## config.mk

```make
export PLATFORM = sky130hd
export DESIGN_NAME = perf_window_reducer
export DESIGN_NICKNAME = d
export VERILOG_FILES = /design/src/perf_cfg_pkg.sv /design/src/perf_types_pkg.sv /design/src/perf_window_reducer.sv
export SDC_FILE = /design/constraint.sdc
export NUM_CORES = 1
export LEC_CHECK = 0
export BUFFER_PORTS_ARGS = -buffer_cell sky130_fd_sc_hd__buf_2
export CELL_PAD_IN_SITES_DETAIL_PLACEMENT = 0
export CELL_PAD_IN_SITES_GLOBAL_PLACEMENT = 2
export CORE_AREA = 5 5 401 403
export DETAILED_ROUTE_END_ITERATION = 10
export DIE_AREA = 0 0 406 408
export GPL_TIMING_DRIVEN = 0
export PLACE_DENSITY = 0.63
export SETUP_SLACK_MARGIN = 0.4
export SLEW_MARGIN = 30
export SYNTH_ARGS = -nofsm -noshare
export SYNTH_HDL_FRONTEND = slang
export SYNTH_SLANG_ARGS = --single-unit
```

## constraint.sdc

```tcl
create_clock -name clk_i -period 23.4 [get_ports clk_i]
set_clock_uncertainty 0.15 [all_clocks]
set_input_delay 2.34 -clock clk_i [delete_from_list [all_inputs] [get_ports clk_i]]
set_output_delay 2.34 -clock clk_i [all_outputs]
set_load 0.01 [all_outputs]
```

## src/perf_cfg_pkg.sv

```systemverilog
//==========================================================
// Counter width and the ratio constants of the monitor
// All counts and ratios are count_t words that wrap silently
// A count times permille_scale must fit in cnt_width bits
//==========================================================
package perf_cfg_pkg;

    // Width of every counter, total and ratio word
    localparam int cnt_width = 32;

    typedef logic [cnt_width-1:0] count_t;

    //==========================================================
    // Ratio constants
    //==========================================================

    // Ratios are reported in thousandths
    localparam count_t permille_scale = 1000;

    // Accuracy reported for a window without branches
    localparam count_t bp_default_permille = 850;

    // Hit rate reported for a window without L1 accesses
    localparam count_t l1_default_permille = 950;

endpackage

```

## src/perf_types_pkg.sv

```systemverilog
//==========================================================
// Bundles that travel between the monitor stages
// Field order is fixed, the testbench relies on it
//==========================================================
package perf_types_pkg;

    // One cycle of event flags from a single core
    typedef struct packed {
        logic retired;
        logic active;
        logic branch;
        logic mispredict;
        logic ic_hit;
        logic ic_miss;
        logic dc_hit;
        logic dc_miss;
    } core_events_t;

    // Counts of one window, icache and dcache merged
    typedef struct packed {
        perf_cfg_pkg::count_t instr;
        perf_cfg_pkg::count_t cycles;
        perf_cfg_pkg::count_t branches;
        perf_cfg_pkg::count_t mispredicts;
        perf_cfg_pkg::count_t l1_hits;
        perf_cfg_pkg::count_t l1_accesses;
    } core_counts_t;

    // Counts summed over all cores, tagged for the engine
    typedef struct packed {
        core_counts_t         counts;
        perf_cfg_pkg::count_t window_seq;
        // Windows lost since the previous accepted sum
        perf_cfg_pkg::count_t dropped;
    } window_sum_t;

    // Report word presented on the output handshake
    typedef struct packed {
        perf_cfg_pkg::count_t ipc_permille;
        perf_cfg_pkg::count_t bp_permille;
        perf_cfg_pkg::count_t l1_permille;
        perf_cfg_pkg::count_t peak_ipc_permille;
        perf_cfg_pkg::count_t total_instr;
        perf_cfg_pkg::count_t total_cycles;
        perf_cfg_pkg::count_t window_seq;
        perf_cfg_pkg::count_t dropped;
    } perf_report_t;

endpackage

```

## src/perf_window_reducer.sv

```systemverilog
//==========================================================
// Sums core snapshots into one tagged window sum
// Holds one sum; a window that arrives meanwhile is dropped
// Dropped windows still take a sequence number
//==========================================================
module perf_window_reducer #(
    parameter int num_cores = 4
) (
    input  logic                         clk_i,
    input  logic                         rst_ni,
    input  perf_types_pkg::core_counts_t snaps_i [num_cores],
    input  logic                         snap_valid_i,
    input  logic                         sum_ready_i,
    output perf_types_pkg::window_sum_t  sum_o,
    output logic                         sum_valid_o
);

    perf_types_pkg::core_counts_t total;
    perf_cfg_pkg::count_t         seq_q;
    perf_cfg_pkg::count_t         drop_q;
    logic                         hold_busy;

    // Field by field sum over all cores
    always_comb begin
        total = '0;
        for (int c = 0; c < num_cores; c++) begin
            total.instr       = total.instr + snaps_i[c].instr;
            total.cycles      = total.cycles + snaps_i[c].cycles;
            total.branches    = total.branches + snaps_i[c].branches;
            total.mispredicts = total.mispredicts + snaps_i[c].mispredicts;
            total.l1_hits     = total.l1_hits + snaps_i[c].l1_hits;
            total.l1_accesses = total.l1_accesses + snaps_i[c].l1_accesses;
        end
    end

    // Held sum not taken on this edge
    assign hold_busy = sum_valid_o && !sum_ready_i;

    always_ff @(posedge clk_i or negedge rst_ni) begin
        if (!rst_ni) begin
            seq_q       <= '0;
            drop_q      <= '0;
            sum_valid_o <= 1'b0;
        end else begin
            if (sum_valid_o && sum_ready_i) begin
                sum_valid_o <= 1'b0;
            end
            if (snap_valid_i) begin
                seq_q <= seq_q + 1'b1;
                if (hold_busy) begin
                    drop_q <= drop_q + 1'b1;
                end else begin
                    sum_valid_o <= 1'b1;
                    drop_q      <= '0;
                end
            end
        end
    end

    // Sum payload, loaded only when the slot is free
    always_ff @(posedge clk_i) begin
        if (snap_valid_i && !hold_busy) begin
            sum_o.counts     <= total;
            sum_o.window_seq <= seq_q;
            sum_o.dropped    <= drop_q;
        end
    end

endmodule

```

==> results by group <==
Run status
  – Status: complete, no violations

Drt
  – Drt drc: 0
  – Antenna Violating Nets Remaining: 0
  – Vias per cell: 3.93
  – Final WL: 122,000 um
  – First-pass DRT Iterations: 5
  – Vias post-DR: 25,253
  – Wire per inst: 18.9 um
  – Starting DRT DRC Count: 1,238

Timing
  – Final Setup Violations: 0
  – Fin crit period: 6.96 ns
  – WHS: 0.328 ns
  – F_max: 0.144 GHz
  – Worst Max-Slew Pin Slew: 0.913 ns
  – Hold Violations, Final: 0
  – Relative slew slack: 0.389
  – Fin crit share: 0.297
  – RSZ-0062 raised after global routing: no
  – Slew Limit Fails: 0
  – Final TNS setup: 0 ns

Clocking
  – Sink Count: 321
  – CTS clock-pin slew for the worst setup and hold paths: 0.06 ns
  – CTS tree: built
  – Post-CTS Hold Buffers: 0
  – Clk buf depth: 3
  – Clk_lat worst skew: 0.62 ns
  – # H-tree levels: 2
  – Post-CTS Resized: 0
  – Root Buffer: clkbuf_16
  – Post-CTS setup buffers: 0
  – CTS buffer count: 46

Synth
  – Synthesized cell area: 31,200 um2
  – Ys Warns: 0
  – FF+latch count, synth: 321
  – Ys flop type: edfxtp_1
  – Post-synth EDFFs: 256
  – Sequential share of the synthesized area: 0.299
  – Avg Cell Area, Syn: 9.64 um2
  – Post-Synthesis Cells: 3,231
  – Net Count, Synth: 4,563
  – Synth cell types: 73
  – Ys async rst share: 0.202

Global routing
  – Gr usage total: 0.144
  – Largest net degree at the start of global routing: 44
  – First-pass GRT wire length: 175,000 um
  – Initial antenna violation count: 13
  – Vias in the first global route: 26,687
  – Gr ovfl total: 0

Run
  – Max Cap Viol: 0

Floorplan
  – # IOs: 1,029
  – Placeable Area: 157,000 um2
  – Die width: 406 um
  – Row count: 146
  – Initial Utilization: 0.198
  – Die Area: 166,000 um2
  – Die height: 408 um

Place
  – RD Place Congestion: 0.881
  – Post-DP HPWL: 109,000 um
  – Port bufs: 1,027

Worst setup path
  – Reg-to-reg startpoint: sum_valid_o
  – Crit start category: primary input
  – CP most frequent cell: fa_1
  – R2R Setup Slk: 20.24 ns
  – CP delay by family, top: compound AO/OA/AOI/OAI gates
  – Crit path DAT: 7.16 ns
  – Crit Path Class: in -> reg
  – Max incr delay on CP: 0.59 ns
  – Bufs and invs on worst path: 1
  – Crit path cell chain: buf_2, fa_1, fa_1, ha_1, fa_1, a211oi_1, o211ai_1, a2111oi_2, o31ai_1, a221o_1, a21oi_1, o31a_1, o221ai_1, xnor2_1
  – Worst Reg-to-Reg Cells: 9
  – FF-to-FF End: sum_o[157]
  – Required time worst endpoint: 23.60 ns
  – Slowest stage cell, crit path: a2111oi_2
  – Critical Path Fanout Max: 4
  – Worst Setup End Kind: flip-flop
  – Critical path depth: 14

Finish
  – Share of cells above drive strength 1: 0.261
  – Fillers: 17,365
  – Nets: 5,651
  – Area grow syn2layout: 30.9%

Min path
  – Worst hold path depth: 1
  – Min-Delay Endpoint: seq_q[31]
  – Min-delay src: seq_q[31]
  – Hold WC Path Type: reg -> reg

Power
  – PD cells: 85.2 nW/um2
  – Leakage: 0.0213 uW
  – VDD IR max: 56.0 uV
==> layer usage <==
metal / share of wire / track usage / up-vias
li1: - / - / 12245
met1: 0.43 / 0.184 / 12220
met2: 0.47 / 0.241 / 660
met3: 0.068 / 0.0376 / 122
met4: 0.026 / 0.0360 / 6
met5: 0.00025 / 0 / -
==> sequential cells by signal, summed over array words and instances (netlist names) <==
register     flops
drop_q          32
seq_q           32
sum_o          256
sum_valid_o      1
==> power by group <==
| group | total (uW) | switching, uW | internal [uW] |
|---|---|---|---|
| sequential | 873 | 40.1 | 833 |
| clock | 724 | 302 | 422 |
| combinational | 1880 | 1130 | 749 |
==> cells by family (layout without fill, tap and decap cells) <==
family,after synthesis,after routing,share of synthesized area
compound gates,530,530,0.111
xor+xnor,236,236,0.0663
fa+ha+maj,560,560,0.315
buf+inv,1101,2226,0.133
flops,321,321,0.299
mux,5,5,0.00165
other cells,0,4,0
simple gates,478,478,0.0749
==> layout by cell type, fill, tap and decap left out, drive strengths merged, types with 14 or more instances in the layout <==
master  count
ha        188
clkinv     16
nor3       20
a21o       95
or3        14
nand3      51
xnor2     163
clkbuf     89
and3       26
o21a       24
xor2       73
o21ai      94
o21bai     33
inv      1072
dfrtp      65
nand4      30
buf      1045
nand2     100
nor2b      24
nand2b     23
edfxtp    256
fa        372
a21oi     168
nor2      146
==> worst register-to-register path, stage by stage, from the launching register on <==
cell and delay [ns]:
dfrtp_1 0.39, nand2b_1 0.17, and2_1 0.15, clkbuf_1 0.45, buf_2 0.43, buf_12 0.24, buf_16 0.21, buf_12 0.20
buf_12 0.21, buf_12 0.20
==> final cells by class <==
cell class              count  area [um2]  area share
well taps                2072        2590      0.0636
repair buffers           1040        5430       0.133
diodes                      4        10.0    0.000246
multi-input cells        1809       17700       0.435
inverters                1069        4010      0.0984
clock inverters            23         210     0.00516
flip-flops and latches    321        9310       0.228
clock buffers              62        1360      0.0333
plain buffers              32         124     0.00304
==> Yosys cell counts, types with 7 or more instances <==
library cell     n  area (um2)
o211ai_1        12        90.1
a211oi_1        11        82.6
a41oi_1          8        70.1
o21bai_1        33         248
o31a_1           7        61.3
nor2_1         146         548
o21ai_1         10        50.1
and3_1          26         163
o21ai_0         84         420
xor2_1          73         639
nand4_1         30         188
o21a_1          24         180
clkbuf_1        27         101
a21oi_1        168         841
edfxtp_1       256        7690
nor3_1          19        95.1
ha_1           188        2350
a21o_1          95         713
or2_2            7        43.8
nand3_1         51         255
a211o_1          8        70.1
nand2b_1        23         144
dfrtp_1         65        1630
fa_1           372        7450
nor4_1           7        43.8
and2_1          10        62.6
or3_1           13        81.3
inv_1         1069        4010
xnor2_1        163        1430
nor2b_1         24         150
a31oi_1         11        68.8
nand2_1        100         375
==> through the flow <==
stage / power, uW / cells / instance area (um2) / utilization / setup slack [ns]
2_1_floorplan: 2070 / 3231 / 31200 / - / 12.55
3_3_place_gp: 2800 / 6330 / 38900 / 0.248 / 6.65
3_5_place_dp: 2790 / 6343 / 39200 / 0.249 / 15.41
4_1_cts: 3550 / 6428 / 40800 / 0.259 / 16.07
5_1_grt: 3770 / 6430 / 40800 / 0.259 / 16.04
6_report: 3480 / 6432 / 40800 / 0.260 / 16.44
==> how the worst max path moves through the flow <==
stage / startpoint / to / slack, ns
6_report: snaps_i[97] / sum_o[191] / 16.44
5_1_grt: snaps_i[1] / sum_o[94] / 16.04
4_1_cts: snaps_i[1] / sum_o[94] / 16.07
3_5_place_dp: snaps_i[1] / sum_o[94] / 15.41
3_3_place_gp: sum_ready_i / sum_o[157] / 6.65
2_1_floorplan: snap_valid_i / sum_o[0] / 12.55
No activity file was read; power rests on OpenSTA's default activity.
