<file path="config.mk">
export PLATFORM = sky130hd
export DESIGN_NAME = perf_event_sampler
export DESIGN_NICKNAME = d
export VERILOG_FILES = /design/src/perf_cfg_pkg.sv /design/src/perf_types_pkg.sv /design/src/perf_event_sampler.sv
export SDC_FILE = /design/constraint.sdc
export NUM_CORES = 1
export LEC_CHECK = 0
export ABC_AREA = 1
export ABC_CLOCK_PERIOD_IN_PS = 1900
export BUFFER_PORTS_ARGS = -buffer_cell sky130_fd_sc_hd__buf_2
export CAP_MARGIN = 20
export CELL_PAD_IN_SITES_DETAIL_PLACEMENT = 0
export CELL_PAD_IN_SITES_GLOBAL_PLACEMENT = 2
export CORE_MARGIN = 1
export CORE_UTILIZATION = 25
export CTS_BUF_LIST = sky130_fd_sc_hd__clkbuf_4
export DETAILED_ROUTE_END_ITERATION = 12
export PLACE_DENSITY = 0.72
export SYNTH_ARGS = -nofsm -noshare
export SYNTH_HDL_FRONTEND = slang
export SYNTH_SLANG_ARGS = --single-unit
</file>
<file path="constraint.sdc">
create_clock -name clk_i -period 1.9 [get_ports clk_i]
set_clock_uncertainty 0.05 [all_clocks]
set_input_delay 0.19 -clock clk_i [delete_from_list [all_inputs] [get_ports clk_i]]
set_output_delay 0.19 -clock clk_i [all_outputs]
set_load 0.02 [all_outputs]
</file>
<file path="src/perf_cfg_pkg.sv">
//==========================================================
// Counter width and the ratio constants of the monitor
// All counts and ratios are count_t words that wrap silently
// A count times permille_scale must fit in cnt_width bits
//==========================================================
package perf_cfg_pkg;

    // Width of every counter, total and ratio word
    localparam int cnt_width = 32;

    typedef logic [cnt_width-1:0] count_t;

    //==========================================================
    // Ratio constants
    //==========================================================

    // Ratios are reported in thousandths
    localparam count_t permille_scale = 1000;

    // Accuracy reported for a window without branches
    localparam count_t bp_default_permille = 850;

    // Hit rate reported for a window without L1 accesses
    localparam count_t l1_default_permille = 950;

endpackage

</file>
<file path="src/perf_types_pkg.sv">
//==========================================================
// Bundles that travel between the monitor stages
// Field order is fixed, the testbench relies on it
//==========================================================
package perf_types_pkg;

    // One cycle of event flags from a single core
    typedef struct packed {
        logic retired;
        logic active;
        logic branch;
        logic mispredict;
        logic ic_hit;
        logic ic_miss;
        logic dc_hit;
        logic dc_miss;
    } core_events_t;

    // Counts of one window, icache and dcache merged
    typedef struct packed {
        perf_cfg_pkg::count_t instr;
        perf_cfg_pkg::count_t cycles;
        perf_cfg_pkg::count_t branches;
        perf_cfg_pkg::count_t mispredicts;
        perf_cfg_pkg::count_t l1_hits;
        perf_cfg_pkg::count_t l1_accesses;
    } core_counts_t;

    // Counts summed over all cores, tagged for the engine
    typedef struct packed {
        core_counts_t         counts;
        perf_cfg_pkg::count_t window_seq;
        // Windows lost since the previous accepted sum
        perf_cfg_pkg::count_t dropped;
    } window_sum_t;

    // Report word presented on the output handshake
    typedef struct packed {
        perf_cfg_pkg::count_t ipc_permille;
        perf_cfg_pkg::count_t bp_permille;
        perf_cfg_pkg::count_t l1_permille;
        perf_cfg_pkg::count_t peak_ipc_permille;
        perf_cfg_pkg::count_t total_instr;
        perf_cfg_pkg::count_t total_cycles;
        perf_cfg_pkg::count_t window_seq;
        perf_cfg_pkg::count_t dropped;
    } perf_report_t;

endpackage

</file>
<file path="src/perf_event_sampler.sv">
//==========================================================
// Input register stage and window timer
// window_cycles must be a power of two, timer wraps freely
// Outputs lag the pins by one cycle, enable included
//==========================================================
module perf_event_sampler #(
    parameter int num_cores     = 4,
    parameter int window_cycles = 128
) (
    input  logic                         clk_i,
    input  logic                         rst_ni,
    input  logic                         enable_i,
    input  perf_types_pkg::core_events_t core_events_i [num_cores],
    output perf_types_pkg::core_events_t events_o [num_cores],
    output logic                         enable_q_o,
    output logic                         window_end_o
);

    localparam int tmr_w = $clog2(window_cycles);

    // Enabled cycles seen so far in the current window
    logic [tmr_w-1:0] timer_q;

    // Event flags and enable move together
    always_ff @(posedge clk_i or negedge rst_ni) begin
        if (!rst_ni) begin
            events_o   <= '{default: '0};
            enable_q_o <= 1'b0;
        end else begin
            events_o   <= core_events_i;
            enable_q_o <= enable_i;
        end
    end

    // Timer only runs on sampled enabled cycles
    always_ff @(posedge clk_i or negedge rst_ni) begin
        if (!rst_ni) begin
            timer_q <= '0;
        end else if (enable_q_o) begin
            // Wraps back to zero right after the final count
            timer_q <= timer_q + 1'b1;
        end
    end

    // Last enabled cycle of the window
    assign window_end_o = enable_q_o && (timer_q == tmr_w'(window_cycles - 1));

endmodule

</file>
==> results.yml, run 1 <==
run_status:
  status: "finished clean"
finish:
  fin_util_pct: 44.6
  fin_nets: 217
  drive_gt1_share_pct: 42.9
  diodes: 0
  mostFrequentLayoutCells: "buf_2 (68), dfrtp_1 (40), dlygate4sd3_1 (34), nand2_1 (13), inv_1 (8)"
  final_common_cell: "buf_2"
  syn_to_final_growth_pct: 68.6
  fin_area_um2: 1970
sta:
  fin_ws_ns: 0.233
  slew_violations: 0
  rsz0062_at_grt: "false"
  setup_violations: 0
  worst_slew_pin_slew_ns: 0.863
  period_needed_ns: 1.67
  finalHoldViolCount: 0
  finalSetupTns_ns: 0
  period_share_pct: 87.7
  relSlewSlack_pct: 42.5
  clock.fmax_mhz: 600
floorplanning:
  boundaryPins: 69
  initial_utilization_pct: 26.5
  die_x_um: 70.4
  fp.dieArea_um2: 4950
  coreArea_um2: 4410
  placement_rows: 24
  die_h_um: 70.4
critical_path:
  crit_type: "reg -> out"
  critPathLaunchType: "flip-flop"
  critical_path.max_stage_delay_ns: 0.40
  cp_top_family: "flip-flops"
  critPathMaxFanout: 4
  slowest_stage: "dfrtp_1"
  required_ns: 1.66
  crit_chain: "ha_1 > nand2_1 > nor2_4 > nand3_1 > inv_1 > buf_2"
  crit_path_end_kind: "primary output"
  arrival_ns: 1.43
  cp_num_buf_inv: 2
  r2r_slack_ns: 0.75
route:
  ant_nets: 0
  wirelength_mm: 2.76
  vias: 912
  routed_via_density: 3.90
  routedWlPerCell_um: 11.8
  drt-pass1-iter-count: 4
  drc_errors: 0
  dr.first_iter.drc_count: 11
clock_network:
  clkTransAtPathRegs_ns: 0.11
  clock_path_buffers: 2
  cts_tree: "yes"
  cts_root_buf: "clkbuf_4"
  post-cts-setup-buffer-count: 0
  cts_resized: 0
  cts_buffers: 5
  clkSinkCount: 40
  clkLatencyLatePin_ns: 0.33
  h-tree-depth: 2
pwr:
  swShare_pct: 27.6
  leakagePower_uw: 0.00103
  ir_drop_uv: 488
  clockPowerShare_pct: 23.5
  power.switching_uw: 490
  power_density_nw_per_um2: 901
  p_comb_share_pct: 19.4
  cellInternalPower_uw: 1290
  seqPwrFrac_pct: 57.1
grt:
  grt_pass1_vias: 1112
  grt_overflow: 0
  grt_max_degree: 41
  grt_first_pass_wirelength_mm: 4.78
  grt_usage_pct: 12.8
  antenna_found_initial: 0
placement:
  place_area_um2: 1570
  pre_cts_ws_ns: 0.571
  hpwl_mm: 1.68
  place_congestion: 0.677
  io_buffer_count: 68
synthesis:
  syn_area_um2: 1170
  ys_ff_latch: 40
  syn_nets: 108
  synth_top_area_share_pct: 85.7
  avgSynthCellArea_um2: 16.2
  synth_cell_types: 11
  synth_top_area_cell: "dfrtp_1"
  netlist_instances: 72
  yosysSeqAreaShare_pct: 85.7
  yosys_warnings: 0
  synthTopCellsByArea: "dfrtp_1 (86%), nand2_1 (4.2%), inv_1 (2.6%)"
min_path:
  hold_path.class: "in -> reg"
run:
  cap_violations: 0
[metal layers]
layer / up-vias / track usage, % / routed length (µm)
met5: - / 0 / 0
met4: 0 / 5.33 / 43
met3: 4 / 6.93 / 324
met2: 55 / 18.9 / 1260
met1: 418 / 15.3 / 1140
li1: 435 / - / -
[power by group through the flow]
| stage | sequential [µW] | combinational [µW] | clock, µW |
|---|---|---|---|
| finish | 1010 | 345 | 417 |
| detailed placement | 1030 | 293 | 0 |
| floorplan | 1070 | 131 | 0 |
| CTS | 1020 | 348 | 432 |
| global placement | 1030 | 283 | 0 |
| global route | 1030 | 386 | 469 |
[worst register-to-register path: cells and delay by family (launching register included)]
| kind | cells | cell delay [ns] |
|---|---|---|
| adders and majority gates | 1 | 0.16 |
| and+or+nand+nor | 4 | 0.41 |
| buffers and inverters | 1 | 0.04 |
| DFF | 1 | 0.40 |
[cell families after synthesis]
logic type                 count (synthesis)  share of synthesized area [%]
xor gates and xnor gates                   3                           2.25
adders and majority gates                  1                           1.07
muxes                                      1                          0.964
and+or+nand+nor                           19                           7.50
DFF                                       40                           85.7
buffers and inverters                      8                           2.57
[final cells by class]
cell class	instances	area [µm²]
clock buffers	7	52.6
clock inverters	1	3.75
fillers	395	2440
inverters	8	30.0
multi-input cells	24	138
flip-flops and latches	40	1000
well taps	52	65.1
repair buffers	102	681
[stage by stage]
step,hold WS (ns),instances,power (µW)
final,0.444,234,1780
after global routing,0.410,234,1890
after CTS,0.426,234,1800
after detailed placement,0.249,192,1330
after global placement,0.247,192,1310
after floorplan,-0.156,72,1200
[cells in the mapped netlist (all sizes together)]
cell and number:
nand3 2, nor2 3, mux2 1, xor2 3, inv 8, nand3b 1
ha 1, dfrtp 40, nand2 13
[flip-flops by register name, summed over array words and instances, names as in the netlist]
name	cells
enable_q_o	1
events_o	32
timer_q	7
[path summary, 6_finish.rpt]
path,from,to,cells after the start
max,timer_q[0],window_end_o,6
min,core_events_i[24],events_o[24],2
max reg2reg,timer_q[0],timer_q[6],6
min reg2reg,timer_q[0],timer_q[0],1
max in group asynchronous,rst_ni,events_o[9],2
min in group asynchronous,rst_ni,events_o[15],2
[what timing repair did]
action | 4_1_cts | 5_1_grt
endpoints found under the hold margin | 73 | 0
hold buffers | 34 | 0
setup endpoints to repair | 0 | 0
(Power assumes the default switching activity.)
==> run 2, diff against run 1 <==
Settings changed: CELL_PAD_IN_SITES_DETAIL_PLACEMENT 0 to 1, CORE_UTILIZATION 25 to 29, PLACE_DENSITY 0.72 to 0.82.
==> run 2 against run 1 <==
Sequential share of layout area up 0.42 points. Critical endpoint unchanged. Combinational power up 7.2%. Global-route usage up 9.3 points. Count of clock-buffer cells in the layout down 2. Power up 1.2%. Non-clock buffer count unchanged. Worst hold slack worse by 0.018 ns. Utilization up 7.2 points. Wire length up 52%. Clock power down 5%.
==> results.yml, run 2 (synthesis results as in run 1) <==
run_status:
  status: "finished clean"
placement:
  io_buffer_count: 68
  place_congestion: 0.682
  pre_cts_ws_ns: 0.572
  hpwl_mm: 1.91
pwr:
  leakagePower_uw: 0.00102
  power_density_nw_per_um2: 919
  ir_drop_uv: 656
  power_uw: 1800
route:
  ant_nets: 0
  drc_errors: 0
  vias: 965
  drt-pass1-iter-count: 4
  routed_via_density: 4.21
  wirelength_mm: 4.19
  dr.first_iter.drc_count: 16
  routedWlPerCell_um: 18.3
finish:
  largest_reg_flops: 32
  final_common_cell: "buf_2"
  drive_gt1_share_pct: 42.0
  fin_util_pct: 51.8
  syn_to_final_growth_pct: 67.2
  regMostFlops: "events_o"
  top_regs: "events_o x32, timer_q x7, enable_q_o x1"
  fin_nets: 217
  diodes: 0
  mostFrequentLayoutCells: "buf_2 (68), dfrtp_1 (40), dlygate4sd3_1 (34), nand2_1 (13), inv_1 (8)"
critical_path:
  critical_path.max_stage_delay_ns: 0.42
  critPathMaxFanout: 4
  slowest_stage: "dfrtp_1"
  crit_end: "window_end_o"
  rr_worst_depth: 6
  required_ns: 1.66
  crit_start: "timer_q[0]"
  critPathLaunchType: "flip-flop"
  crit_chain: "ha_1 > nand2_1 > nor2_4 > nand3_1 > inv_1 > buf_2"
  arrival_ns: 1.49
  r2r_slack_ns: 0.68
  reg2reg_from: "timer_q[0]"
  reg2reg_to: "timer_q[6]"
  crit_type: "reg -> out"
  crit_path_end_kind: "primary output"
sta:
  finalHoldViolCount: 0
  period_share_pct: 91.2
  fin_ws_ns: 0.167
  setup_violations: 0
  period_needed_ns: 1.73
  finalSetupTns_ns: 0
  finalHoldWorstSlack_ns: 0.426
  relSlewSlack_pct: 42.4
  rsz0062_at_grt: "false"
  clock.fmax_mhz: 577
  slew_violations: 0
  worst_slew_pin_slew_ns: 0.865
floorplanning:
  boundaryPins: 69
  fp.dieArea_um2: 4290
  coreArea_um2: 3770
  die_h_um: 65.5
  initial_utilization_pct: 31.0
  die_x_um: 65.5
  placement_rows: 22
run:
  cap_violations: 0
grt:
  grt_pass1_vias: 1206
  grt_overflow: 0
  grt_max_degree: 41
  grt_usage_pct: 22.0
  grt_first_pass_wirelength_mm: 6.47
  antenna_found_initial: 0
clock_network:
  cts_tree: "yes"
  cts_buffers: 5
  cts_resized: 0
  post-cts-setup-buffer-count: 0
  clkTransAtPathRegs_ns: 0.12
  clock_path_buffers: 2
  clkSinkCount: 40
  h-tree-depth: 2
  clkLatencyLatePin_ns: 0.33
  cts_root_buf: "clkbuf_4"
min_path:
  hold_path.class: "in -> reg"
  min_path_cells: 2
run 2: cell count changes in the layout (fill, tap and decap cells not counted):
cell | previous run | this run
clkbuf_4 | 7 | 5
clkinv_1 | 1 | 2
run 2: critical path, delay by kind of cell (launching register included):
| family | cells | cell delay [ns] |
|---|---|---|
| and+or+nand+nor | 3 | 0.35 |
| DFF | 1 | 0.42 |
| buffers and inverters | 2 | 0.22 |
| adders and majority gates | 1 | 0.17 |
run 2: cell type report:
class                      count  area (µm²)
fill                         376        1820
sequential                    40        1000
timing repair buffer         102         681
multi-input combinational     24         138
tap                           48        60.1
clock buffer                   5        37.5
inverter                       8        30.0
clock inverter                 2        7.51
run 2: report_power, final:
| part | switching [µW] | internal (µW) |
|---|---|---|
| clock | 269 | 130 |
| sequential | 76.6 | 952 |
| combinational | 205 | 165 |
run 2: through the flow:
stage | cells | area [µm²]
finish | 229 | 1950
global route | 229 | 1950
floorplan | 72 | 1170
CTS | 229 | 1950
global placement | 188 | 1570
detailed placement | 188 | 1570
run 2: routing by layer:
metal  routed length [µm]  GRT usage (%)  vias up
li1                     -              -      430
met5                    0              0        -
met1                 1710           26.6      472
met3                  369           7.99        8
met4                  105           10.1        0
met2                 2010           35.1       55
run 2: timing repair:
item,4_1_cts,5_1_grt
hold endpoints to repair,73,0
endpoints found under the setup margin,0,0
hold buffers,34,0
run 2: how the worst min path moves through the flow:
stage | start | to | slack, ns
final | core_events_i[17] | events_o[17] | 0.43
after global routing | core_events_i[17] | events_o[17] | 0.42
after CTS | core_events_i[18] | events_o[18] | 0.43
after detailed placement | core_events_i[29] | events_o[29] | 0.25
after global placement | core_events_i[17] | events_o[17] | 0.25
after floorplan | rst_ni | enable_q_o | -0.16
