$ cat config.mk
export PLATFORM = sky130hd
export DESIGN_NAME = perf_ratio_engine
export DESIGN_NICKNAME = d
export VERILOG_FILES = /design/src/perf_cfg_pkg.sv /design/src/perf_types_pkg.sv /design/src/perf_ratio_engine.sv
export SDC_FILE = /design/constraint.sdc
export NUM_CORES = 1
export LEC_CHECK = 0
export BUFFER_PORTS_ARGS = -buffer_cell sky130_fd_sc_hd__buf_2
export CAP_MARGIN = 20
export CORE_MARGIN = 4
export CORE_UTILIZATION = 52
export DETAILED_ROUTE_END_ITERATION = 8
export GPL_TIMING_DRIVEN = 0
export PLACE_DENSITY = 0.82
export REMOVE_ABC_BUFFERS = 1
export SETUP_SLACK_MARGIN = 0.3
export SYNTH_ARGS = -nofsm -noshare
export SYNTH_HDL_FRONTEND = slang
export SYNTH_SLANG_ARGS = --single-unit
$ cat constraint.sdc
create_clock -name clk_i -period 7.25 [get_ports clk_i]
set_input_delay 1.45 -clock clk_i [delete_from_list [all_inputs] [get_ports clk_i]]
set_output_delay 1.45 -clock clk_i [all_outputs]
set_load 0.02 [all_outputs]
$ cat src/perf_cfg_pkg.sv
//==========================================================
// Counter width and the ratio constants of the monitor
// All counts and ratios are count_t words that wrap silently
// A count times permille_scale must fit in cnt_width bits
//==========================================================
package perf_cfg_pkg;

    // Width of every counter, total and ratio word
    localparam int cnt_width = 32;

    typedef logic [cnt_width-1:0] count_t;

    //==========================================================
    // Ratio constants
    //==========================================================

    // Ratios are reported in thousandths
    localparam count_t permille_scale = 1000;

    // Accuracy reported for a window without branches
    localparam count_t bp_default_permille = 850;

    // Hit rate reported for a window without L1 accesses
    localparam count_t l1_default_permille = 950;

endpackage

$ cat src/perf_types_pkg.sv
//==========================================================
// Bundles that travel between the monitor stages
// Field order is fixed, the testbench relies on it
//==========================================================
package perf_types_pkg;

    // One cycle of event flags from a single core
    typedef struct packed {
        logic retired;
        logic active;
        logic branch;
        logic mispredict;
        logic ic_hit;
        logic ic_miss;
        logic dc_hit;
        logic dc_miss;
    } core_events_t;

    // Counts of one window, icache and dcache merged
    typedef struct packed {
        perf_cfg_pkg::count_t instr;
        perf_cfg_pkg::count_t cycles;
        perf_cfg_pkg::count_t branches;
        perf_cfg_pkg::count_t mispredicts;
        perf_cfg_pkg::count_t l1_hits;
        perf_cfg_pkg::count_t l1_accesses;
    } core_counts_t;

    // Counts summed over all cores, tagged for the engine
    typedef struct packed {
        core_counts_t         counts;
        perf_cfg_pkg::count_t window_seq;
        // Windows lost since the previous accepted sum
        perf_cfg_pkg::count_t dropped;
    } window_sum_t;

    // Report word presented on the output handshake
    typedef struct packed {
        perf_cfg_pkg::count_t ipc_permille;
        perf_cfg_pkg::count_t bp_permille;
        perf_cfg_pkg::count_t l1_permille;
        perf_cfg_pkg::count_t peak_ipc_permille;
        perf_cfg_pkg::count_t total_instr;
        perf_cfg_pkg::count_t total_cycles;
        perf_cfg_pkg::count_t window_seq;
        perf_cfg_pkg::count_t dropped;
    } perf_report_t;

endpackage

$ cat src/perf_ratio_engine.sv
//==========================================================
// Ratio engine with one shared restoring divider
// Dividend is count times 1000, truncated to cnt_width
// One window in flight, worst case about 102 cycles
//==========================================================
module perf_ratio_engine (
    input  logic                         clk_i,
    input  logic                         rst_ni,
    input  perf_types_pkg::window_sum_t  sum_i,
    input  logic                         sum_valid_i,
    input  logic                         report_ready_i,
    output logic                         sum_ready_o,
    output perf_types_pkg::perf_report_t report_o,
    output logic                         report_valid_o
);

    typedef perf_cfg_pkg::count_t count_t;

    localparam int cw     = perf_cfg_pkg::cnt_width;
    localparam int step_w = $clog2(cw);

    typedef enum logic [2:0] {st_idle, st_load, st_run, st_done, st_report} state_e;

    state_e                       state_q;
    perf_types_pkg::core_counts_t counts_q;
    logic [1:0]                   sel_q;
    logic [step_w-1:0]            step_q;
    count_t                       rem_q, quo_q, div_q;
    count_t                       num, den, res, quo_next, rem_next;
    logic [cw:0]                  shifted, diff;
    logic                         write_res;

    assign sum_ready_o = (state_q == st_idle);

    // Operands of the current division, 0 IPC, 1 branch, 2 L1
    always_comb begin
        unique case (sel_q)
            2'd0:    begin num = counts_q.instr;       den = counts_q.cycles;      end
            2'd1:    begin num = counts_q.mispredicts; den = counts_q.branches;    end
            default: begin num = counts_q.l1_hits;     den = counts_q.l1_accesses; end
        endcase
    end

    //==========================================================
    // One restoring step per cycle
    //==========================================================
    always_comb begin
        shifted = {rem_q, quo_q[cw-1]};
        diff    = shifted - {1'b0, div_q};
        if (!diff[cw]) begin
            rem_next = diff[cw-1:0];
            quo_next = {quo_q[cw-2:0], 1'b1};
        end else begin
            rem_next = shifted[cw-1:0];
            quo_next = {quo_q[cw-2:0], 1'b0};
        end
    end

    // Ratio value, default when the divisor is zero
    always_comb begin
        unique case (sel_q)
            2'd0:    res = (den == '0) ? '0 : quo_next;
            2'd1:    res = (den == '0) ? perf_cfg_pkg::bp_default_permille
                                       : perf_cfg_pkg::permille_scale - quo_next;
            default: res = (den == '0) ? perf_cfg_pkg::l1_default_permille : quo_next;
        endcase
    end

    // Zero divisor skips straight to its default
    assign write_res = (state_q == st_load && den == '0)
                    || (state_q == st_run && step_q == step_w'(cw - 1));

    // Report fields double as peak and total state
    always_ff @(posedge clk_i or negedge rst_ni) begin
        if (!rst_ni) begin
            state_q        <= st_idle;
            sel_q          <= '0;
            step_q         <= '0;
            report_o       <= '0;
            report_valid_o <= 1'b0;
        end else begin
            unique case (state_q)
                st_idle: if (sum_valid_i) begin
                    report_o.window_seq <= sum_i.window_seq;
                    report_o.dropped    <= sum_i.dropped;
                    sel_q               <= '0;
                    state_q             <= st_load;
                end
                st_load: if (den != '0) begin
                    step_q  <= '0;
                    state_q <= st_run;
                end
                st_run: step_q <= step_q + 1'b1;
                st_done: begin
                    if (report_o.ipc_permille > report_o.peak_ipc_permille) begin
                        report_o.peak_ipc_permille <= report_o.ipc_permille;
                    end
                    report_o.total_instr  <= report_o.total_instr + counts_q.instr;
                    report_o.total_cycles <= report_o.total_cycles + counts_q.cycles;
                    report_valid_o        <= 1'b1;
                    state_q               <= st_report;
                end
                default: if (report_ready_i) begin
                    report_valid_o <= 1'b0;
                    state_q        <= st_idle;
                end
            endcase
            if (write_res) begin
                unique case (sel_q)
                    2'd0:    report_o.ipc_permille <= res;
                    2'd1:    report_o.bp_permille  <= res;
                    default: report_o.l1_permille  <= res;
                endcase
                // Third ratio done, go finish the report
                if (sel_q == 2'd2) begin
                    state_q <= st_done;
                end else begin
                    sel_q   <= sel_q + 1'b1;
                    state_q <= st_load;
                end
            end
        end
    end

    // Divider datapath and captured counts
    always_ff @(posedge clk_i) begin
        if (sum_valid_i && sum_ready_o) begin
            counts_q <= sum_i.counts;
        end
        if (state_q == st_load) begin
            rem_q <= '0;
            quo_q <= num * perf_cfg_pkg::permille_scale;
            div_q <= den;
        end else if (state_q == st_run) begin
            rem_q <= rem_next;
            quo_q <= quo_next;
        end
    end

endmodule

==> impl_metrics.csv <==
group,metric,value,unit
route,vias_per_cell,5.57,
synthesis,ys_types,77,
clocking,number_of_buffers_added_by_the_clock_tree_synthesis_step,58,
synthesis,yosysTopAreaCell,"sky130_fd_sc_hd__edfxtp_1",
synthesis,synthMostInstantiatedCell,"sky130_fd_sc_hd__nand2_1",
place,io_buffer_count,511,
global_route,grt_antenna_before_repair,6,
clocking,clockBufferDepth,3,
route,routed_len_inst,19.1,um
timing,slew_violations,0,
global_route,track_usage,0.244,
floorplan,die_w,248,um
place,gpl.final_weighted_congestion,0.897,
timing,finalSetupViolations,0,
clocking,skew_pair_late_insertion_delay,0.62,ns
timing,finalSetupTns,0,ns
timing,rsz0062_at_grt,"false",
final_layout,nNetsFinal,3761,
synthesis,synth.top_cells.by_count,"318 x sky130_fd_sc_hd__nand2_1, 285 x sky130_fd_sc_hd__o21ai_0, 267 x sky130_fd_sc_hd__dfrtp_1, 247 x sky130_fd_sc_hd__edfxtp_1, 211 x sky130_fd_sc_hd__inv_1",
final_layout,final-seq-area,14800,um2
synthesis,synth_top_cell_area_share,0.247,
global_route,first_global_vias,22220,
clocking,cts_hold_buf,0,
worst_setup_path,worstSetupStartpointType,"flop",
floorplan,die_h,248,um
clocking,clockRootBuffer,"sky130_fd_sc_hd__clkbuf_16",
timing,period_share,0.905,
timing,fin_skew,0.0225,ns
timing,tightestPinTransition,1.09,ns
synthesis,synth.yosys.seq_area_share,0.493,
clocking,htree_num_levels,2,
status,run_status,"completed",
final_layout,area.growth.synth_to_final,19.6,%
worst_setup_path,required,7.53,ns
route,initialDrtViolationCount,1474,
global_route,grt_first_pass_wirelength,120000,um
synthesis,synthCells,2743,
route,drt-pass1-iter-count,5,
floorplan,boundaryPins,518,
clocking,clock_net_sink_count,549,
flow_run,timing.max_cap.violations,0,
synthesis,synth-warning-count,0,
power,power_density,586,nW/um2
timing,final_period_minus_worst_setup_slack,6.56,ns
synthesis,synth_area_per_cell,11.0,um2
final_layout,post-route-util,0.632,
synthesis,yosys_register_bits,549,
worst_setup_path,worst-path-max-fanout,44,
timing,timing.max_slew.rel_slack,0.263,
power,leakage,16.3,nW
route,ant_nets,0,
place,dpl.hpwl,56300,um
clocking,clk_pin_slew_worst_paths,0.06,ns
floorplan,design.die.area,61700,um2
final_layout,layout-drive-gt1-share,0.243,
worst_setup_path,cp_data_arrival_time,6.84,ns
worst_setup_path,r2r_setup_slack,0.69,ns
synthesis,synth_area,30000,um2
power,irDropWorstVdd,0.000667,V
global_route,global_route.overflow_total,0,
floorplan,initial_core_util,0.529,
min_path,hp_class,"reg -> reg",
timing,hold_violations,0,
synthesis,synthTopCellsByArea,"sky130_fd_sc_hd__edfxtp_1 25%, sky130_fd_sc_hd__dfrtp_1 22%, sky130_fd_sc_hd__ha_1 7.3%, sky130_fd_sc_hd__fa_1 5.5%, sky130_fd_sc_hd__o21ai_0 4.7%",
final_layout,filler_cell_count,4385,
worst_setup_path,timing.critical_path.to_type,"flop",
route,detailroute.via_count,22599,
timing,timing.fmax,152,MHz
synthesis,leading_register_cell_type_out_of_synthesis,"sky130_fd_sc_hd__dfrtp_1",
synthesis,synth_async_sr_flop_share,0.486,
clocking,tritoncts_clock_tree,"done",
route,drc,0,
final_layout,multi_input_area,14200,um2
route,postRouteWirelength,77500,um
synthesis,synth-edff-count,247,
worst_setup_path,criticalPathCategory,"reg -> reg",
floorplan,std_cell_rows,87,
global_route,grt_max_degree,119,
floorplan,placeableCoreArea,56800,um2
[registers in the layout, summed over array words and instances, names as in the netlist, named ones only]
| name | flops |
|---|---|
| report_o | 256 |
| counts_q | 186 |
| div_q | 32 |
| quo_q | 32 |
| rem_q | 32 |
| step_q | 5 |
| state_q | 3 |
| report_valid_o | 1 |
| sel_q | 1 |
[layout make-up]
cell class	count	area share
Multi-Input combinational cell	1882	0.394
Timing Repair Buffer	541	0.0878
Inverter	212	0.0223
Clock buffer	76	0.0442
Clock inverter	34	0.0127
Sequential cell	549	0.412
Antenna cell	5	0.000348
Tap cell	756	0.0263
[cells in the final DEF, fill, tap and decap left out, types with 29 or more instances in the layout]
master	count
sky130_fd_sc_hd__buf_2	511
sky130_fd_sc_hd__nand2_1	316
sky130_fd_sc_hd__o21ai_0	285
sky130_fd_sc_hd__dfrtp_1	265
sky130_fd_sc_hd__edfxtp_1	247
sky130_fd_sc_hd__inv_1	209
sky130_fd_sc_hd__ha_1	175
sky130_fd_sc_hd__a21oi_1	126
sky130_fd_sc_hd__mux2_2	112
sky130_fd_sc_hd__nor2_1	108
sky130_fd_sc_hd__xnor2_1	87
sky130_fd_sc_hd__fa_1	82
sky130_fd_sc_hd__mux2i_1	81
sky130_fd_sc_hd__xor2_1	66
sky130_fd_sc_hd__clkbuf_16	58
sky130_fd_sc_hd__a21o_1	55
sky130_fd_sc_hd__dfxtp_1	35
sky130_fd_sc_hd__a22o_1	29
[per-layer routing]
metal | up-vias | share of wire | track usage
met5 | - | 0.000090 | 0
met4 | 2 | 0.033 | 0.0803
met3 | 166 | 0.059 | 0.0404
met2 | 730 | 0.48 | 0.404
met1 | 10979 | 0.43 | 0.330
li1 | 10722 | - | -
[through the flow]
stage	hold WS [ns]	worst slack (ns)	instance area [um2]	total power [mW]	std cells
finish	0.475	0.690	35900	21.0	4055
detailed placement	0.460	-0.551	33600	17.6	3927
CTS	0.479	0.320	35700	20.9	4040
global route	0.493	0.328	35900	23.0	4055
floorplan	0.445	-0.841	29600	14.8	2643
global placement	0.455	-3.64	33100	17.4	3910
[worst max-delay path: stages, from the launching register on]
cell and delay (ns):
sky130_fd_sc_hd__dfrtp_4 0.44, sky130_fd_sc_hd__buf_16 0.29, sky130_fd_sc_hd__mux2i_1 0.23, sky130_fd_sc_hd__o21a_1 0.51, sky130_fd_sc_hd__inv_1 0.18, sky130_fd_sc_hd__ha_1 0.35
sky130_fd_sc_hd__fa_1 0.51, sky130_fd_sc_hd__inv_1 0.05, sky130_fd_sc_hd__fa_1 0.47, sky130_fd_sc_hd__fa_1 0.51, sky130_fd_sc_hd__inv_1 0.04, sky130_fd_sc_hd__ha_1 0.34
sky130_fd_sc_hd__and3_1 0.20, sky130_fd_sc_hd__a221oi_2 0.35, sky130_fd_sc_hd__a311oi_2 0.23, sky130_fd_sc_hd__a211oi_2 0.33, sky130_fd_sc_hd__o31ai_1 0.16, sky130_fd_sc_hd__a21o_1 0.20
sky130_fd_sc_hd__a21oi_1 0.21, sky130_fd_sc_hd__o21ai_0 0.14, sky130_fd_sc_hd__xnor2_1 0.22, sky130_fd_sc_hd__o21ai_0 0.18
[where the power goes]
part | leakage, nW | switching (mW) | internal (mW)
clock | 1.00 | 1.29 | 1.88
sequential | 6.08 | 0.579 | 4.33
combinational | 9.17 | 7.46 | 5.50
[kinds of logic (layout without fill, tap and decap cells)]
logic type | Yosys count | in the layout | share of synthesized area
other | 0 | 5 | 0
AND/OR/NAND/NOR | 618 | 618 | 0.0925
adder cells (fa/ha/maj) | 263 | 263 | 0.130
flip-flops | 549 | 549 | 0.493
multiplexers | 193 | 193 | 0.0690
XOR/XNOR | 153 | 153 | 0.0446
buffers and inverters | 312 | 863 | 0.0399
AO/OA/AOI/OAI | 655 | 655 | 0.132
[what timing repair did]
item	CTS	global route
endpoints found under the setup margin	11	4
setup buffers	3	6
resized for setup	12	7
[worst paths after layout]
path / startpoint / to / depth (start not counted)
setup / recovery: flop / quo_q[31] / 21
hold / removal: report_o[218] / report_o[218] / 2
setup reg to reg: flop / quo_q[31] / 21
hold reg to reg: report_o[218] / report_o[218] / 2
max in group asynchronous: rst_ni / report_o[179] / 2
min in group asynchronous: rst_ni / report_o[78] / 1
Note: power is estimated with default switching activity, not from simulation.
