===== src/perf_cfg_pkg.sv =====
//==========================================================
// Counter width and the ratio constants of the monitor
// All counts and ratios are count_t words that wrap silently
// A count times permille_scale must fit in cnt_width bits
//==========================================================
package perf_cfg_pkg;

    // Width of every counter, total and ratio word
    localparam int cnt_width = 32;

    typedef logic [cnt_width-1:0] count_t;

    //==========================================================
    // Ratio constants
    //==========================================================

    // Ratios are reported in thousandths
    localparam count_t permille_scale = 1000;

    // Accuracy reported for a window without branches
    localparam count_t bp_default_permille = 850;

    // Hit rate reported for a window without L1 accesses
    localparam count_t l1_default_permille = 950;

endpackage


===== src/perf_types_pkg.sv =====
//==========================================================
// Bundles that travel between the monitor stages
// Field order is fixed, the testbench relies on it
//==========================================================
package perf_types_pkg;

    // One cycle of event flags from a single core
    typedef struct packed {
        logic retired;
        logic active;
        logic branch;
        logic mispredict;
        logic ic_hit;
        logic ic_miss;
        logic dc_hit;
        logic dc_miss;
    } core_events_t;

    // Counts of one window, icache and dcache merged
    typedef struct packed {
        perf_cfg_pkg::count_t instr;
        perf_cfg_pkg::count_t cycles;
        perf_cfg_pkg::count_t branches;
        perf_cfg_pkg::count_t mispredicts;
        perf_cfg_pkg::count_t l1_hits;
        perf_cfg_pkg::count_t l1_accesses;
    } core_counts_t;

    // Counts summed over all cores, tagged for the engine
    typedef struct packed {
        core_counts_t         counts;
        perf_cfg_pkg::count_t window_seq;
        // Windows lost since the previous accepted sum
        perf_cfg_pkg::count_t dropped;
    } window_sum_t;

    // Report word presented on the output handshake
    typedef struct packed {
        perf_cfg_pkg::count_t ipc_permille;
        perf_cfg_pkg::count_t bp_permille;
        perf_cfg_pkg::count_t l1_permille;
        perf_cfg_pkg::count_t peak_ipc_permille;
        perf_cfg_pkg::count_t total_instr;
        perf_cfg_pkg::count_t total_cycles;
        perf_cfg_pkg::count_t window_seq;
        perf_cfg_pkg::count_t dropped;
    } perf_report_t;

endpackage


===== src/perf_core_counter.sv =====
//==========================================================
// Event counters for one core over one window
// Counters restart each window, branch counts included
//==========================================================
module perf_core_counter (
    input  logic                         clk_i,
    input  logic                         rst_ni,
    input  perf_types_pkg::core_events_t events_i,
    input  logic                         enable_i,
    input  logic                         window_end_i,
    output perf_types_pkg::core_counts_t snap_o,
    output logic                         snap_valid_o
);

    typedef perf_cfg_pkg::count_t count_t;

    perf_types_pkg::core_counts_t counts_q;
    perf_types_pkg::core_counts_t counts_next;

    // Counts with this cycle's events folded in
    always_comb begin
        counts_next = counts_q;
        if (enable_i) begin
            counts_next.instr       = counts_q.instr + count_t'(events_i.retired);
            counts_next.cycles      = counts_q.cycles + count_t'(events_i.active);
            counts_next.branches    = counts_q.branches + count_t'(events_i.branch);
            counts_next.mispredicts = counts_q.mispredicts + count_t'(events_i.mispredict);
            // Icache and dcache share one hit count
            counts_next.l1_hits     = counts_q.l1_hits + count_t'(events_i.ic_hit)
                                    + count_t'(events_i.dc_hit);
            counts_next.l1_accesses = counts_q.l1_accesses
                                    + count_t'($countones({events_i.ic_hit, events_i.ic_miss,
                                                           events_i.dc_hit, events_i.dc_miss}));
        end
    end

    // Running counts, cleared as the window closes
    always_ff @(posedge clk_i or negedge rst_ni) begin
        if (!rst_ni) begin
            counts_q     <= '0;
            snap_valid_o <= 1'b0;
        end else begin
            snap_valid_o <= window_end_i;
            if (window_end_i) begin
                counts_q <= '0;
            end else begin
                counts_q <= counts_next;
            end
        end
    end

    // Snapshot keeps the closing cycle's events
    always_ff @(posedge clk_i) begin
        if (window_end_i) begin
            snap_o <= counts_next;
        end
    end

endmodule


===== config.mk =====
export PLATFORM = sky130hd
export DESIGN_NAME = perf_core_counter
export DESIGN_NICKNAME = d
export VERILOG_FILES = /design/src/perf_cfg_pkg.sv /design/src/perf_types_pkg.sv /design/src/perf_core_counter.sv
export SDC_FILE = /design/constraint.sdc
export NUM_CORES = 1
export LEC_CHECK = 0
export BUFFER_PORTS_ARGS = -buffer_cell sky130_fd_sc_hd__buf_2
export CAP_MARGIN = 20
export CELL_PAD_IN_SITES_DETAIL_PLACEMENT = 0
export CELL_PAD_IN_SITES_GLOBAL_PLACEMENT = 2
export CORE_MARGIN = 5
export CORE_UTILIZATION = 26
export DETAILED_ROUTE_END_ITERATION = 10
export HOLD_SLACK_MARGIN = 0.03
export PLACE_DENSITY_LB_ADDON = 0.1
export SETUP_SLACK_MARGIN = 0.3
export SLEW_MARGIN = 20
export SYNTH_ARGS = -nofsm -noshare
export SYNTH_HDL_FRONTEND = slang
export SYNTH_SLANG_ARGS = --single-unit

===== constraint.sdc =====
create_clock -name clk_i -period 5 [get_ports clk_i]
set_clock_uncertainty 0.05 [all_clocks]
set_input_delay 1.5 -clock clk_i [delete_from_list [all_inputs] [get_ports clk_i]]
set_output_delay 1.5 -clock clk_i [all_outputs]
set_load 0.05 [all_outputs]

==> results of run 1 <==
cells in the mapped netlist (2+ instances only):
cell type / n
nand4_1: 65
o31ai_1: 18
nor2b_1: 144
buf_1: 5
and3_1: 29
edfxtp_1: 192
inv_1: 22
nand3_1: 69
nand2_1: 95
or2_2: 2
buf_2: 5
nand4b_1: 5
and2_1: 13
o21ai_0: 25
nand4_4: 2
nor4_2: 3
fa_1: 4
and4_1: 26
mux2_2: 75
nor4_1: 17
or3_1: 28
nor2_1: 78
o2111ai_1: 4
a31o_2: 2
clkbuf_1: 38
xor2_1: 31
nor3_1: 21
ha_1: 10
or4_1: 26
a21oi_1: 48
xnor2_1: 102
dfrtp_1: 193
power by group through the flow:
stage               Clock (mW)  Sequential (mW)  Combinational [mW]
floorplan                    0             3.82              0.0883
global placement             0             3.53               0.608
detailed placement           0             3.53               0.609
CTS                       3.52             3.47               0.610
global route              3.65             3.48               0.635
finish                    3.35             3.47               0.591
state kept, by name, indices dropped and copies added, names as in the netlist:
signal and cells:
snap_o 192, snap_valid_o 1, counts_q 192
layout make-up:
class	count	area (µm²)	area share [%]
Clock buffer	64	1290	6.18
Multi-Input combinational cell	949	6340	30.4
Inverter	22	82.6	0.396
Timing Repair Buffer	223	1260	6.03
Sequential cell	385	10600	50.8
Tap cell	864	1080	5.18
Clock inverter	24	209	1.00
Antenna cell	1	2.50	0.0120
layer usage:
metal	part of all wire [%]	global-route usage, %
met1	47	17.2
met2	46	19.5
met3	5.2	3.02
met4	1.8	2.84
met5	0.029	0
critical path: cells and delay by family:
family | cells | cell delay, ns
AND/OR/NAND/NOR | 3 | 1.03
buffers and inverters | 3 | 0.25
adder cells (fa/ha/maj) | 3 | 1.19
AO/OA/AOI/OAI | 1 | 0.15
kinds of logic after synthesis:
kind of cell | after synthesis | share of synthesized area, %
xor gates and xnor gates | 133 | 6.76
muxes | 75 | 4.90
DFF | 385 | 61.5
buffers and inverters | 72 | 1.71
adders and majority gates | 14 | 1.19
AOI/OAI and AO/OA | 101 | 3.38
and+or+nand+nor | 626 | 20.6
placed cells by master (no fill, tap or decap), drive strengths merged, types with 25 or more instances in the layout:
cell type  netlist  layout
clkbuf          38      64
dfrtp          193     193
nand3           69      69
xnor2          102     102
edfxtp         192     192
and4            26      26
a21oi           48      48
mux2            75      75
nor2b          144     144
or4             27      27
inv             22      25
or3             28      28
o21ai           26      26
and3            29      29
buf             12     223
nand4           68      68
nand2           95      95
xor2            31      31
nor2            78      78
path summary, 6_finish.rpt:
kind / from / end / slack, ns / cells after the start
max: events_i[0] / counts_q[14] / 1.33 / 10
min reg2reg: counts_q[191] / counts_q[191] / 0.50 / 2
max in group asynchronous: rst_ni / counts_q[144] / 3.00 / 2
min in group asynchronous: rst_ni / counts_q[58] / 0.85 / 1
min: counts_q[191] / counts_q[191] / 0.50 / 2
max reg2reg: counts_q[96] / counts_q[118] / 2.43 / 6
==> out/metrics.yaml, run 1 <==
finalHoldViolCount: 0
slowest_delay_ns: 0.53
crit_path_end_kind: "register"
critPathKind: "in -> reg"
drc: 0
ctsResizeCount: 0
grt_pass1_wl_um: 70200
hp-class: "reg -> reg"
rows: 94
drtPass1Iterations: 4
dp.cells: 2443
worst_slack_ns: 1.33
gp_congestion: 0.718
clk_pin_slew_ns: 0.06
synth_area_um2: 17200
fp.dieH_um: 267
path_common_cell: "fa_1"
place_area_um2: 19400
ios: 205
drive_gt1_share_pct: 22.9
synth-edff-count: 192
fmax_mhz: 273
power_frac_comb_pct: 8.0
cts_buffer_depth: 3
whs_ns: 0.504
power.total_mw: 7.41
p_int_mw: 5.50
cp.required_ns: 5.43
cp_cell_sequence: "buf_2 > fa_1 > inv_1 > fa_1 > inv_1 > fa_1 > nand3_1 > or4_1 > or3_1 > a21oi_1"
ys.flop_type: "dfrtp_1"
cts_sinks: 385
setup_viol: 0
die_area_um2: 71500
num-fill-cells: 6715
yosysTopAreaCellShare_pct: 33.5
fp.dieW_um: 267
wire_per_inst_um: 17.5
ant_nets: 0
ys_seq_elements: 385
maxSlewHeadroom_pct: 42.1
syn_inst: 1406
core_um2: 65700
initial_core_util_pct: 26.2
antenna_found_initial: 5
tightest_slew_ns: 0.861
rsz0062_at_grt: "false"
status: "finished clean"
synth_cell_type_count: 41
hpwl_um: 30100
p_per_area_nw_per_um2: 355
grt_pass1_vias: 11900
yosys.area.top_type: "edfxtp_1"
hold_buffers: 0
synthTopCellsByArea: "edfxtp_1 33%, dfrtp_1 28%, nor2b_1 5.2%"
numPortBuffers: 204
grt_max_degree: 87
ys_seq_area_share_pct: 61.5
viasPerCell: 4.54
synth_fp_nets: 1432
final_nets: 1654
max_cap_viol_count: 0
worstSetupStartpointType: "input port"
root_buffer: "clkbuf_16"
postLayoutCoreUtil_pct: 31.7
p_sw_mw: 1.91
swShare_pct: 25.8
clkLatencyLatePin_ns: 0.58
overflow: 0
crit_fanout: 6
finalCritPeriodShare_pct: 73.3
grt_usage_pct: 12.3
setup-tns-final_ns: 0
wirelength_um: 44300
cts_setup_buffers: 0
irDropWorstVdd_v: 0.000218
instances_no_fill: 2532
critPathSlowestCell: "fa_1"
drt-initial-drc-count: 613
report.final.slew_viol_count: 0
cp.arrival_ns: 4.10
ys_warn_count: 0
pwr-share-clk_pct: 45.2
fin_crit_ns: 3.67
seqPwrFrac_pct: 46.8
cts_tree: "yes"
synth.avg_cell_area_um2: 12.3
p_leak_nw: 8.71
cts_buffers: 47
area_growth_pct: 21.1
pre_cts_ws_ns: 0.747
fin_area_um2: 20900
async_reset_ff_share_pct: 50.1
via_count: 11500
htreeDepth: 2
(Power assumes the default switching activity.)
==> run 2, diff against run 1 <==
- clock period: 5 -> 3.7 ns (I/O delays scaled with it)
==> out/metrics.yaml, run 2 (synthesis gave the netlist of run 1 again) <==
viasPerCell: 4.46
irDropWorstVdd_v: 0.000300
area_growth_pct: 23.1
clk_pin_slew_ns: 0.06
tightest_slew_ns: 0.806
worst_slack_ns: 0.580
cts_tree: "yes"
drtPass1Iterations: 4
critPathKind: "in -> reg"
fp.dieH_um: 267
fin_crit_ns: 3.12
grt_pass1_wl_um: 68600
overflow: 0
cts_sinks: 385
drc: 0
ctsResizeCount: 0
hold_buffers: 0
core_um2: 65700
maxSlewHeadroom_pct: 45.8
whs_ns: 0.506
crit_fanout: 6
rsz0062_at_grt: "false"
initial_core_util_pct: 26.2
reg_top3: "counts_q x192, snap_o x192, snap_valid_o x1"
clkLatencyLatePin_ns: 0.57
max_cap_viol_count: 0
finalHoldViolCount: 0
fmax_mhz: 321
p_per_area_nw_per_um2: 480
report.final.slew_viol_count: 0
finalCritPeriodShare_pct: 84.3
grt_max_degree: 105
final_nets: 1686
cts_setup_buffers: 0
postLayoutCoreUtil_pct: 32.2
diodes: 0
cp.required_ns: 4.15
rows: 94
htreeDepth: 2
pre_cts_ws_ns: -0.0293
via_count: 11400
cts_buffer_depth: 3
wire_per_inst_um: 17.2
worstSetupStartpointType: "input port"
grt_usage_pct: 12.1
ios: 205
cp.arrival_ns: 3.57
num-fill-cells: 6673
numPortBuffers: 204
final_common_cell: "buf_2"
timing.rr.start: "counts_q[3]"
drive_gt1_share_pct: 24.2
reg2reg_to: "counts_q[29]"
status: "finished clean"
antenna_found_initial: 0
die_area_um2: 71500
regToRegSetupSlack_ns: 1.12
most-common-layout-cells: "202 x buf_2, 193 x dfrtp_1, 192 x edfxtp_1"
reg2regPathDepth: 5
root_buffer: "clkbuf_16"
ant_nets: 0
cts_buffers: 47
p_leak_nw: 8.91
hp-class: "in -> async"
fp.dieW_um: 267
grt_pass1_vias: 11700
setup_viol: 0
drt-initial-drc-count: 541
hpwl_um: 30600
crit_path_end_kind: "register"
wirelength_um: 44100
gp_congestion: 0.737
-- run 2: changes by cell type in the layout (fill, tap and decap cells not counted), moves of 3 or more --
cell,change
buf_12,+3
buf_4,+29
bufinv_16,+3
clkinv_1,+8
clkinv_2,-5
clkinvlp_4,-3
-- run 2: final cells by class --
class | instances | area [µm²] | area share, %
multi-input combinational | 949 | 6350 | 30.0
inverter | 22 | 82.6 | 0.389
clock inverter | 25 | 264 | 1.25
tap | 864 | 1080 | 5.10
clock buffer | 61 | 1290 | 6.09
sequential | 385 | 10600 | 50.0
timing repair buffer | 255 | 1540 | 7.24
-- run 2: metal layers --
metal	part of all wire (%)	up-vias	global-route usage [%]
met3	4.1	65	2.43
li1	-	5606	-
met4	2.1	0	3.13
met5	0	-	0
met1	47	5581	16.3
met2	47	180	20.0
-- run 2: how the worst max path moves through the flow --
stage | to | from | slack (ns) | cells after the start
floorplan | snap_o[16] | events_i[0] | 0.27 | 9
global placement | snap_o[16] | events_i[0] | -0.008 | 10
detailed placement | counts_q[16] | events_i[0] | -0.03 | 10
CTS | counts_q[16] | events_i[0] | 0.61 | 10
global route | counts_q[30] | events_i[0] | 0.46 | 10
finish | counts_q[16] | events_i[0] | 0.58 | 10
-- run 2: critical path, cell delays in order --
cell	delay (ns)
buf_2	0.11
fa_1	0.53
inv_1	0.05
fa_2	0.33
inv_1	0.08
fa_2	0.26
nand3_2	0.10
or4_4	0.46
or3_1	0.40
a21oi_1	0.14
-- run 2: where the power goes --
part | internal [mW] | total, mW | switching (mW)
combinational | 0.170 | 0.823 | 0.653
clock | 2.86 | 4.67 | 1.81
sequential | 4.63 | 4.69 | 0.0562
-- run 2: stage by stage --
| step | area [µm²] | setup TNS, ns | instances | total power, mW |
|---|---|---|---|---|
| after detailed placement | 19600 | -0.0502 | 2475 | 5.62 |
| after CTS | 21200 | 0 | 2561 | 10.4 |
| after floorplan | 17200 | 0 | 1406 | 5.29 |
| after global placement | 19600 | -0.0216 | 2475 | 5.62 |
| after global routing | 21200 | 0 | 2561 | 10.7 |
| final | 21200 | 0 | 2561 | 10.2 |
==> run 3, diff against run 2 <==
- clock period: 3.7 -> 2.9 ns (I/O delays scaled with it)
==> out/metrics.yaml, run 3 (synthesis gave the netlist of run 1 again) <==
status: "finished clean"
fin_crit_ns: 2.84
grt_pass1_wl_um: 71100
reg_top3: "counts_q x192, snap_o x192, snap_valid_o x1"
dp.cells: 2503
root_buffer: "clkbuf_16"
drive_gt1_share_pct: 29.8
cts_sinks: 385
finalCritPeriodShare_pct: 97.9
viasPerCell: 4.49
max_cap_viol_count: 0
rows: 94
wire_per_inst_um: 17.6
p_int_mw: 9.71
instances_no_fill: 2594
cts_buffers: 47
fp.dieW_um: 267
fp.dieH_um: 267
drtPass1Iterations: 4
htreeDepth: 2
pre_cts_ws_ns: -0.539
num-fill-cells: 6561
gp_congestion: 0.735
clk_pin_slew_ns: 0.06
worstSetupStartpointType: "input port"
crit_path_end_kind: "register"
numPortBuffers: 204
final_nets: 1718
slowest_delay_ns: 0.55
tightest_slew_ns: 0.634
fmax_mhz: 352
critPathKind: "in -> reg"
swShare_pct: 25.2
cp.required_ns: 3.34
register_area_um2: 10600
cts_tree: "yes"
area_growth_pct: 27.1
irDropWorstVdd_v: 0.000338
hold_buffers: 0
overflow: 0
seqPwrFrac_pct: 46.1
die_area_um2: 71500
setup_viol: 0
pwr-share-clk_pct: 45.4
report.final.slew_viol_count: 0
via_count: 11700
finalHoldViolCount: 0
drt-initial-drc-count: 440
cp_cell_sequence: "buf_6 > fa_1 > inv_2 > fa_2 > inv_2 > fa_2 > nand3_2 > or4_4 > or3_4 > a21oi_2"
multi_input_area_um2: 6810
cp.arrival_ns: 3.28
rsz0062_at_grt: "true"
ant_nets: 0
clkLatencyLatePin_ns: 0.57
core_um2: 65700
grt_max_degree: 76
wirelength_um: 45600
final_common_cell: "buf_2"
p_sw_mw: 3.28
startpoint: "events_i[0]"
p_leak_nw: 9.22
cts_buffer_depth: 3
maxSlewHeadroom_pct: 57.4
timing.rr.start: "counts_q[167]"
grt_pass1_vias: 12100
initial_core_util_pct: 26.2
p_per_area_nw_per_um2: 593
worst_slack_ns: 0.0603
grt_usage_pct: 12.6
hp-class: "in -> async"
antenna_found_initial: 4
hpwl_um: 31800
ios: 205
most-common-layout-cells: "201 x buf_2, 193 x dfrtp_1, 192 x edfxtp_1"
drc: 0
crit_fanout: 6
power_frac_comb_pct: 8.5
critPathSlowestCell: "fa_1"
-- run 3: cell count changes in the layout (fill, tap and decap cells not counted), sizes merged --
cell / before / now
buf: 254 / 287
clkinv: 18 / 15
inv: 23 / 22
clkbuf: 62 / 63
diode: 0 / 1
bufinv: 6 / 5
clkinvlp: 0 / 3
-- run 3: path summary, 6_finish.rpt --
path	endpoint	slack (ns)	depth (start not counted)
min in group clk_i	counts_q[191]	0.52	2
worst min register to register	counts_q[191]	0.52	2
worst max register to register	counts_q[191]	0.56	4
worst min-delay path	counts_q[176]	0.17	1
worst max-delay path	counts_q[16]	0.06	10
max in group asynchronous	counts_q[95]	1.96	2
-- run 3: cell type report --
| type | instances | share of cell area [%] |
|---|---|---|
| flip-flops and latches | 385 | 48.4 |
| clock buffers | 63 | 5.89 |
| multi-input cells | 949 | 31.1 |
| diodes | 1 | 0.0114 |
| repair buffers | 287 | 8.21 |
| clock inverters | 23 | 1.11 |
| inverters | 22 | 0.377 |
| well taps | 864 | 4.94 |
-- run 3: routing by layer --
metal | track usage, % | up-vias | share of wire [%]
met3 | 2.97 | 48 | 4.9
met1 | 16.9 | 5751 | 45
met5 | 0 | - | 0
met2 | 20.7 | 188 | 48
met4 | 2.91 | 0 | 1.8
li1 | - | 5666 | -
-- run 3: per-stage QoR --
| stage | utilization (%) | TNS, ns | cell area, µm² | hold WS (ns) | power (mW) |
|---|---|---|---|---|---|
| 2_1_floorplan | - | -3.78 | 17500 | 0.476 | 6.77 |
| 3_3_place_gp | 30.5 | -19.86 | 20100 | 0.493 | 7.21 |
| 3_5_place_dp | 30.5 | -20.35 | 20100 | 0.515 | 7.20 |
| 4_1_cts | 32.9 | 0 | 21700 | 0.138 | 13.3 |
| 5_1_grt | 33.3 | -0.0348 | 21900 | 0.157 | 13.6 |
| 6_report | 33.3 | 0 | 21900 | 0.167 | 13.0 |
-- run 3: what timing repair did --
item,4_1_cts,5_1_grt
setup buffers,2,2
gates resized for setup,14,51
setup endpoints to repair,39,55
pin swaps,2,13
-- run 3: power groups by stage --
stage	Clock [mW]	Combinational (mW)	Sequential, mW
finish	5.90	1.11	5.98
detailed placement	0	1.11	6.09
floorplan	0	0.174	6.60
global route	6.37	1.18	6.00
global placement	0	1.11	6.10
CTS	6.17	1.12	5.99
-- run 3: worst max-delay path: cells and delay by family --
| kind | cells | cell delay, ns |
|---|---|---|
| fa+ha+maj | 3 | 1.11 |
| simple gates | 3 | 0.94 |
| buf+inv | 3 | 0.20 |
| compound gates | 1 | 0.14 |
